$ cat src/verilog/mo_io_pkg.sv
package mo_io_pkg;

    localparam int unsigned STATUS_W = 32;
    localparam int unsigned MEM_AW   = 16;
    localparam int unsigned IOCTL_AW = 25;

    // user_io command bytes, first byte of a config frame
    typedef enum logic [7:0] {
        UIO_OP_JOY0   = 8'h02,
        UIO_OP_JOY1   = 8'h03,
        UIO_OP_STATUS = 8'h1E
    } uio_op_e;

    // data_io command bytes, first byte of a download frame
    typedef enum logic [7:0] {
        DIO_OP_CTRL  = 8'h53,
        DIO_OP_DATA  = 8'h54,
        DIO_OP_INDEX = 8'h55
    } dio_op_e;

    typedef struct packed {
        logic                download;
        logic                wr;
        logic [7:0]          index;
        logic [IOCTL_AW-1:0] addr;
        logic [7:0]          dout;
    } ioctl_t;

    // core options decoded from the status word
    typedef struct packed {
        logic       mo5;
        logic       azerty;
        logic       dcmoto;
        logic       ovo_ena;
        logic       fast;
        logic       rewind;
        logic [1:0] scanlines;
        logic       joy_swap;
    } mo_cfg_t;

    typedef struct packed {
        logic              req;
        logic [MEM_AW-1:0] addr;
        logic [7:0]        data;
    } mem_req_t;

endpackage
$ cat src/verilog/mo_io_top.sv
module mo_io_top #(
    parameter logic [mo_io_pkg::MEM_AW-1:0] ROM_BASE  = 16'hC000,
    parameter logic [mo_io_pkg::MEM_AW-1:0] CART_BASE = 16'h0000
) (
    input  logic                clk_sys,
    input  logic                rst_n,
    input  logic                spi_sck,
    input  logic                spi_di,
    input  logic                spi_ss_io,
    input  logic                spi_ss_data,
    input  logic                mem_ack,
    output mo_io_pkg::mem_req_t mem,
    output mo_io_pkg::mo_cfg_t  cfg,
    output logic [7:0]          joy_a,
    output logic [7:0]          joy_b,
    output logic                core_reset,
    output logic                download,
    output logic                load_err,
    output logic                cart_present
);

    import mo_io_pkg::*;

    logic                io_valid;
    logic [7:0]          io_byte;
    logic                io_active;
    logic                dl_valid;
    logic [7:0]          dl_byte;
    logic                dl_active;
    logic [STATUS_W-1:0] status;
    logic [7:0]          joy0;
    logic [7:0]          joy1;
    ioctl_t              ioctl;

    // configuration channel
    spi_byte_rx u_spi_io (
        .clk_sys      (clk_sys),
        .rst_n        (rst_n),
        .sck          (spi_sck),
        .ss_n         (spi_ss_io),
        .di           (spi_di),
        .byte_valid   (io_valid),
        .rx_byte      (io_byte),
        .frame_active (io_active)
    );

    // download channel
    spi_byte_rx u_spi_data (
        .clk_sys      (clk_sys),
        .rst_n        (rst_n),
        .sck          (spi_sck),
        .ss_n         (spi_ss_data),
        .di           (spi_di),
        .byte_valid   (dl_valid),
        .rx_byte      (dl_byte),
        .frame_active (dl_active)
    );

    user_io u_user_io (
        .clk_sys      (clk_sys),
        .rst_n        (rst_n),
        .byte_valid   (io_valid),
        .rx_byte      (io_byte),
        .frame_active (io_active),
        .status       (status),
        .joy0         (joy0),
        .joy1         (joy1)
    );

    data_io u_data_io (
        .clk_sys      (clk_sys),
        .rst_n        (rst_n),
        .byte_valid   (dl_valid),
        .rx_byte      (dl_byte),
        .frame_active (dl_active),
        .ioctl        (ioctl)
    );

    rom_loader #(
        .ROM_BASE  (ROM_BASE),
        .CART_BASE (CART_BASE)
    ) u_rom_loader (
        .clk_sys      (clk_sys),
        .rst_n        (rst_n),
        .ioctl        (ioctl),
        .eject        (status[1]),
        .mem_ack      (mem_ack),
        .mem          (mem),
        .load_err     (load_err),
        .cart_present (cart_present)
    );

    // keyboard layout from bits 6:5, 00 is the dcmoto map
    always_comb begin
        cfg.mo5       = status[8];
        cfg.azerty    = status[6] & ~status[5];
        cfg.dcmoto    = ~status[5] & ~status[6];
        cfg.ovo_ena   = status[7];
        cfg.fast      = status[9];
        cfg.rewind    = status[10];
        cfg.scanlines = status[12:11];
        cfg.joy_swap  = status[3];
    end

    assign joy_a    = cfg.joy_swap ? joy1 : joy0;
    assign joy_b    = cfg.joy_swap ? joy0 : joy1;
    assign download = ioctl.download;

    // core held in reset by the reset option or a running download
    always_ff @(posedge clk_sys) begin
        if (!rst_n) begin
            core_reset <= 1'b1;
        end else begin
            core_reset <= status[0] | ioctl.download;
        end
    end

endmodule

$ cat src/verilog/rom_loader.sv
module rom_loader #(
    parameter logic [mo_io_pkg::MEM_AW-1:0] ROM_BASE  = 16'hC000,
    parameter logic [mo_io_pkg::MEM_AW-1:0] CART_BASE = 16'h0000
) (
    input  logic                clk_sys,
    input  logic                rst_n,
    input  mo_io_pkg::ioctl_t   ioctl,
    input  logic                eject,
    input  logic                mem_ack,
    output mo_io_pkg::mem_req_t mem,
    output logic                load_err,
    output logic                cart_present
);

    import mo_io_pkg::*;

    typedef enum logic [1:0] {
        ST_IDLE,
        ST_WAIT_ACK,
        ST_WAIT_RELEASE
    } ld_state_e;

    ld_state_e         state;
    logic              index_ok;
    logic              accept;
    logic [MEM_AW-1:0] base;
    logic              dl_prev;
    logic              eject_prev;

    // index 0 is the system ROM, odd indexes are cartridges
    always_comb begin
        index_ok = (ioctl.index == 8'd0) | ioctl.index[0];
        base     = ioctl.index[0] ? CART_BASE : ROM_BASE;
        accept   = ioctl.wr & ioctl.download & index_ok;
    end

    // four-phase write port
    always_ff @(posedge clk_sys) begin
        if (!rst_n) begin
            state   <= ST_IDLE;
            mem.req <= 1'b0;
        end else begin
            case (state)
                ST_IDLE: begin
                    if (accept) begin
                        mem.req  <= 1'b1;
                        mem.addr <= base + ioctl.addr[MEM_AW-1:0];
                        mem.data <= ioctl.dout;
                        state    <= ST_WAIT_ACK;
                    end
                end
                ST_WAIT_ACK: begin
                    if (mem_ack) begin
                        mem.req <= 1'b0;
                        state   <= ST_WAIT_RELEASE;
                    end
                end
                ST_WAIT_RELEASE: begin
                    if (!mem_ack) begin
                        state <= ST_IDLE;
                    end
                end
                default: state <= ST_IDLE;
            endcase
        end
    end

    always_ff @(posedge clk_sys) begin
        if (!rst_n) begin
            load_err     <= 1'b0;
            cart_present <= 1'b0;
            dl_prev      <= 1'b0;
            eject_prev   <= 1'b0;
        end else begin
            dl_prev    <= ioctl.download;
            eject_prev <= eject;
            if (eject & ~eject_prev) begin
                cart_present <= 1'b0;
            end
            if (ioctl.download & ~dl_prev) begin
                load_err <= 1'b0;
                if (ioctl.index[0]) begin
                    cart_present <= 1'b1;
                end
            end else if (accept && state != ST_IDLE) begin
                // byte dropped, port still busy
                load_err <= 1'b1;
            end
        end
    end

endmodule

$ cat src/verilog/data_io.sv
module data_io (
    input  logic              clk_sys,
    input  logic              rst_n,
    input  logic              byte_valid,
    input  logic [7:0]        rx_byte,
    input  logic              frame_active,
    output mo_io_pkg::ioctl_t ioctl
);

    import mo_io_pkg::*;

    typedef enum logic {
        ST_OPCODE,
        ST_PAYLOAD
    } dio_state_e;

    dio_state_e          state;
    dio_op_e             opcode;
    logic                download_q;
    logic                wr_q;
    logic [7:0]          index_q;
    logic [IOCTL_AW-1:0] addr_q;
    logic [7:0]          dout_q;

    always_ff @(posedge clk_sys) begin
        if (!rst_n) begin
            state      <= ST_OPCODE;
            download_q <= 1'b0;
            wr_q       <= 1'b0;
            index_q    <= 8'd0;
            addr_q     <= '0;
        end else begin
            wr_q <= 1'b0;
            // offset moves on once the byte has gone out
            if (wr_q) begin
                addr_q <= addr_q + 1'b1;
            end
            if (!frame_active) begin
                state <= ST_OPCODE;
            end else if (byte_valid) begin
                if (state == ST_OPCODE) begin
                    opcode <= dio_op_e'(rx_byte);
                    state  <= ST_PAYLOAD;
                end else begin
                    case (opcode)
                        DIO_OP_INDEX: index_q <= rx_byte;
                        DIO_OP_CTRL: begin
                            if (rx_byte == 8'hFF) begin
                                download_q <= 1'b1;
                                addr_q     <= '0;
                            end else if (rx_byte == 8'h00) begin
                                download_q <= 1'b0;
                            end
                        end
                        DIO_OP_DATA: begin
                            wr_q   <= 1'b1;
                            dout_q <= rx_byte;
                        end
                        default: ;
                    endcase
                end
            end
        end
    end

    assign ioctl = '{
        download: download_q,
        wr:       wr_q,
        index:    index_q,
        addr:     addr_q,
        dout:     dout_q
    };

endmodule

$ cat src/verilog/user_io.sv
module user_io (
    input  logic                          clk_sys,
    input  logic                          rst_n,
    input  logic                          byte_valid,
    input  logic [7:0]                    rx_byte,
    input  logic                          frame_active,
    output logic [mo_io_pkg::STATUS_W-1:0] status,
    output logic [7:0]                    joy0,
    output logic [7:0]                    joy1
);

    import mo_io_pkg::*;

    localparam logic [2:0] STATUS_BYTES = 3'(STATUS_W / 8);

    typedef enum logic [1:0] {
        ST_IDLE,
        ST_OPCODE,
        ST_PAYLOAD
    } uio_state_e;

    uio_state_e            state;
    uio_op_e               opcode;
    logic [2:0]            byte_cnt;
    logic [STATUS_W-1:0]   shadow;

    always_ff @(posedge clk_sys) begin
        if (!rst_n) begin
            state    <= ST_IDLE;
            byte_cnt <= 3'd0;
            status   <= '0;
            joy0     <= 8'd0;
            joy1     <= 8'd0;
        end else begin
            case (state)
                ST_IDLE: begin
                    if (frame_active) begin
                        state <= ST_OPCODE;
                    end
                end
                ST_OPCODE: begin
                    if (!frame_active) begin
                        state <= ST_IDLE;
                    end else if (byte_valid) begin
                        opcode   <= uio_op_e'(rx_byte);
                        byte_cnt <= 3'd0;
                        state    <= ST_PAYLOAD;
                    end
                end
                ST_PAYLOAD: begin
                    if (!frame_active) begin
                        // commit only a complete status word
                        if (opcode == UIO_OP_STATUS && byte_cnt == STATUS_BYTES) begin
                            status <= shadow;
                        end
                        state <= ST_IDLE;
                    end else if (byte_valid) begin
                        if (byte_cnt != STATUS_BYTES) begin
                            byte_cnt <= byte_cnt + 3'd1;
                        end
                        case (opcode)
                            UIO_OP_STATUS: begin
                                // lsb first
                                if (byte_cnt != STATUS_BYTES) begin
                                    shadow[8*byte_cnt[1:0] +: 8] <= rx_byte;
                                end
                            end
                            UIO_OP_JOY0: if (byte_cnt == 3'd0) joy0 <= rx_byte;
                            UIO_OP_JOY1: if (byte_cnt == 3'd0) joy1 <= rx_byte;
                            default: ;
                        endcase
                    end
                end
                default: state <= ST_IDLE;
            endcase
        end
    end

endmodule

$ cat src/verilog/spi_byte_rx.sv
module spi_byte_rx (
    input  logic       clk_sys,
    input  logic       rst_n,
    input  logic       sck,
    input  logic       ss_n,
    input  logic       di,
    output logic       byte_valid,
    output logic [7:0] rx_byte,
    output logic       frame_active
);

    logic [1:0] sck_sync;
    logic [1:0] ss_sync;
    logic [1:0] di_sync;
    logic       sck_prev;
    logic       ss_q;
    logic       bit_stb;
    logic       bit_val;
    logic [2:0] bit_cnt;
    logic [6:0] shift_reg;

    // two-flop synchronizers, then rising edge of sck
    always_ff @(posedge clk_sys) begin
        if (!rst_n) begin
            sck_sync <= 2'b00;
            ss_sync  <= 2'b11;
            sck_prev <= 1'b0;
            ss_q     <= 1'b1;
            bit_stb  <= 1'b0;
        end else begin
            sck_sync <= {sck_sync[0], sck};
            ss_sync  <= {ss_sync[0], ss_n};
            sck_prev <= sck_sync[1];
            ss_q     <= ss_sync[1];
            bit_stb  <= sck_sync[1] & ~sck_prev;
        end
    end

    // data line, same depth as sck
    always_ff @(posedge clk_sys) begin
        di_sync <= {di_sync[0], di};
        bit_val <= di_sync[1];
    end

    // bit count only runs while our select is low
    always_ff @(posedge clk_sys) begin
        if (!rst_n) begin
            bit_cnt      <= 3'd0;
            byte_valid   <= 1'b0;
            frame_active <= 1'b0;
        end else begin
            frame_active <= ~ss_q;
            byte_valid   <= bit_stb & ~ss_q & (bit_cnt == 3'd7);
            if (ss_q) begin
                bit_cnt <= 3'd0;
            end else if (bit_stb) begin
                bit_cnt <= bit_cnt + 3'd1;
            end
        end
    end

    // msb first
    always_ff @(posedge clk_sys) begin
        if (bit_stb) begin
            shift_reg <= {shift_reg[5:0], bit_val};
            if (bit_cnt == 3'd7) begin
                rx_byte <= {shift_reg, bit_val};
            end
        end
    end

endmodule

$ cat config.mk
export PLATFORM = sky130hd
export DESIGN_NAME = mo_io_top
export DESIGN_NICKNAME = d
export VERILOG_FILES = /design/src/verilog/mo_io_pkg.sv /design/src/verilog/mo_io_top.sv /design/src/verilog/rom_loader.sv /design/src/verilog/data_io.sv /design/src/verilog/user_io.sv /design/src/verilog/spi_byte_rx.sv
export SDC_FILE = /design/constraint.sdc
export NUM_CORES = 1
export LEC_CHECK = 0
export ABC_AREA = 1
export BUFFER_PORTS_ARGS = -buffer_cell sky130_fd_sc_hd__buf_4
export CORE_MARGIN = 10
export CORE_UTILIZATION = 65
export CTS_BUF_LIST = sky130_fd_sc_hd__clkbuf_4
export DETAILED_ROUTE_END_ITERATION = 16
export GPL_TIMING_DRIVEN = 0
export PLACE_DENSITY = 0.94
export SKIP_CTS_REPAIR_TIMING = 1
export SLEW_MARGIN = 30
export SYNTH_ARGS = -nofsm -noshare
export SYNTH_HDL_FRONTEND = slang
export SYNTH_SLANG_ARGS = --single-unit
$ cat constraint.sdc
create_clock -name clk_sys -period 5.46 [get_ports clk_sys]
set_input_delay 0.273 -clock clk_sys [delete_from_list [all_inputs] [get_ports clk_sys]]
set_output_delay 0.273 -clock clk_sys [all_outputs]
set_load 0.005 [all_outputs]
==> metrics.md <==
| Metric | Value |
|---|---|
| IO Pins | `61` |
| Reg2Reg Depth | `7` |
| CP Data Required Time | `5660 ps` |
| Global-route wire length before repair | `21.5 mm` |
| Fin crit share | `40.4%` |
| Slowest-stage cell, CP | `dfxtp_1` |
| Initial antenna violation count | `0` |
| Startpoint Class | `flop` |
| Commonest non-fill, non-tap cells in the layout | `nor2_1 (138), dfxtp_1 (90), nand2_1 (87)` |
| Syn Inst Count | `653` |
| Clock tree buffer depth | `2` |
| Die height | `approximately 120 um` |
| Cell depth of the worst hold path | `3` |
| Layout cells sized above 1 | `19.3%` |
| Final-report hold violation count | `0` |
| Max-cap violations | `0` |
| Routed len/inst | `15.2 um` |
| Area of placed instances | `7210 um2` |
| FMAX | `roughly 0.45 GHz` |
| CP Class | `reg -> reg` |
| Synth-to-layout area growth | `14.3%` |
| Clock power share | `about a third` |
| Global Route Usage Sum | `18.4%` |
| Min cycle time layout | `2200 ps` |
| Combinational Power Share | `1.5%` |
| Starting Density | `67.0%` |
| Clock tree sinks | `172` |
| Hold Crit Class | `in -> reg` |
| Root Buffer | `clkbuf_4` |
| Std-Cell Rows | `36` |
| Worst Tran Pin Value | `between 800 and 900 ps` |
| Register area share after synthesis | `64.8%` |
| Synthesized net count | `670` |
| Max-slew headroom | `42.8%` |
| Drc violations | `0` |
| Pwr/cell area | `271 nW/um2` |
| Seq pwr share | `66.0%` |
| Reg clk slew, reported paths | `around 140 ps` |
| Top reg by flops | `u_rom_loader.mem` |
| Syn Area/Cell | `10.1 um2` |
| Most common cell after layout, fill and taps aside | `nor2_1` |
| Kind of cell adding the most delay to the critical path | `simple AND/OR/NAND/NOR gates` |
| Post-route cell area | `7530 um2` |
| Slew Viols, Final | `0` |
| H-tree Lvls | `4` |
| Cell mode on critical path | `nor2_1` |
| Sw Pwr | `448 uW` |
| Antenna Cells | `0` |
| Levels on crit path | `7` |
| GPL Wtd Cong | `0.904` |
| RSZ-0062 raised after global routing | `no` |
| Detail Placement HPWL | `around 9.6 mm` |
| WHS | `between 100 and 150 ps` |
| Antenna-violating nets left | `0` |
| Yosys warns | `0` |
| Final WL | `13.4 mm` |
| Max incr delay on CP | `500 ps` |
| Largest regs | `u_rom_loader.mem x25, u_data_io.addr_q x16` |
| Die X | `121 um` |
| Cts bufs inserted | `17` |
| Mapped cell area | `6580 um2` |
| Internal Pwr Total | `1.59 mW` |
| Worst-skew pair later-pin latency | `around 550 ps` |
| Vias in the first global route | `4,675` |
| Port bufs | `60` |
| Largest net degree at the start of global routing | `25` |
| Total core area | `9820 um2` |
| Number of distinct library cells after synthesis | `32` |
| Vias | `4,807` |
| CTS tree | `yes` |
| Overflow left after global routing | `0` |
| Pleak | `3.00 nW` |
| Worst Skew | `~22 ps` |
| Peak VDD IR | `0.000175 V` |
| Run status | `finished clean` |
| Full die area | `14,600 um2` |
| Nets@finish | `754` |
| Drt pass-1 iters | `5` |
| Via-to-Cell Ratio | `5.44` |
| Synth Register Bits | `172` |
| Worst path bufs/invs | `2` |
| CP max FO | `7` |
| Max reg flops | `25` |
| Crit path cell chain | `inv_1, ha_1, nand2_1, inv_2, nor2_1, nand4_1, nor2_1` |
| Sw frac | `21.9%` |
| Initial DRC Count | `434` |
| CP endpoint kind | `flop` |
| Setup TNS | `0 ps` |
| Final setup vio count | `0` |
| Critical path arrival | `between 2000 and 2500 ps` |
==> layout make-up <==
class                   instances  area, um2
multi-input cells             391       1940
flip-flops and latches        172       4260
clock inverters                13        116
well taps                     133        166
repair buffers                 65        500
inverters                      69        269
clock buffers                  19        143
fillers                       595       2290
plain buffers                  21        123
==> layer usage <==
metal,vias up,wire length [um],global-route usage (%)
li1,2292,-,-
met1,2242,5110,19.8
met2,223,6840,32.1
met3,50,981,4.65
met4,0,454,10.5
met5,-,0,0
==> cells by family after synthesis <==
logic type	count (synthesis)	share of synthesized area (%)
AOI/OAI and AO/OA	70	5.42
xor gates and xnor gates	14	1.86
adders and majority gates	10	1.90
buffers and inverters	90	5.95
DFF	172	64.8
and+or+nand+nor	297	20.1
==> tightest hold or removal path, stage by stage <==
cell and delay [ps]:
buf_4 130, inv_2 90, nor2_1 130
==> synth_stat cells <==
master / n / area (um2)
nand2_2: 1 / 6.26
nand3_1: 16 / 80.1
inv_2: 5 / 18.8
ha_1: 10 / 125
nor3_2: 2 / 20.0
o21bai_1: 1 / 7.51
o21ai_0: 19 / 95.1
edfxtp_1: 82 / 2460
nor2_2: 14 / 87.6
nor3_1: 12 / 60.1
nand4_1: 7 / 43.8
buf_2: 2 / 10.0
nor2_4: 3 / 33.8
dfxtp_1: 90 / 1800
nor4_1: 4 / 25.0
o21ai_1: 28 / 140
nand2_1: 87 / 327
xnor2_1: 7 / 61.3
o21ai_2: 1 / 8.76
clkinv_4: 2 / 17.5
nor2_1: 138 / 518
nor3_4: 1 / 16.3
clkbuf_1: 10 / 37.5
buf_6: 2 / 22.5
a21oi_1: 21 / 105
inv_1: 62 / 233
nor3b_4: 1 / 18.8
xor2_1: 7 / 61.3
nand2_4: 2 / 22.5
nand3_2: 2 / 20.0
buf_4: 7 / 52.6
or2_2: 7 / 43.8
==> worst paths after layout <==
path | start | end | slack, ps
max | u_user_io.byte_cnt[0]$_SDFFE_PN0P_ | u_user_io.shadow[6]$_DFFE_PP_ | 3260
max reg2reg | u_user_io.byte_cnt[0]$_SDFFE_PN0P_ | u_user_io.shadow[6]$_DFFE_PP_ | 3260
min | rst_n | u_spi_data.frame_active$_SDFF_PN0_ | 110
min reg2reg | u_spi_data.di_sync[1]$_DFF_P_ | u_spi_data.bit_val$_DFF_P_ | 340
==> per-stage QoR <==
step / instances / util, % / worst slack [ps] / power (mW)
floorplan: 653 / - / 3560 / 1.39
global placement: 846 / 73.3 / 3200 / 1.40
detailed placement: 846 / 73.4 / 3320 / 1.40
CTS: 878 / 76.1 / 3250 / 2.05
global route: 883 / 76.6 / 3080 / 2.11
finish: 883 / 76.6 / 3260 / 2.04
==> power by group through the flow <==
stage | clock [mW] | sequential (mW) | combinational [mW]
2_1_floorplan | 0 | 1.37 | 0.0160
3_3_place_gp | 0 | 1.38 | 0.0256
5_1_grt | 0.723 | 1.35 | 0.0340
6_report | 0.663 | 1.35 | 0.0312
3_5_place_dp | 0 | 1.38 | 0.0275
4_1_cts | 0.671 | 1.35 | 0.0280
Power figures use the tool's default switching activity.
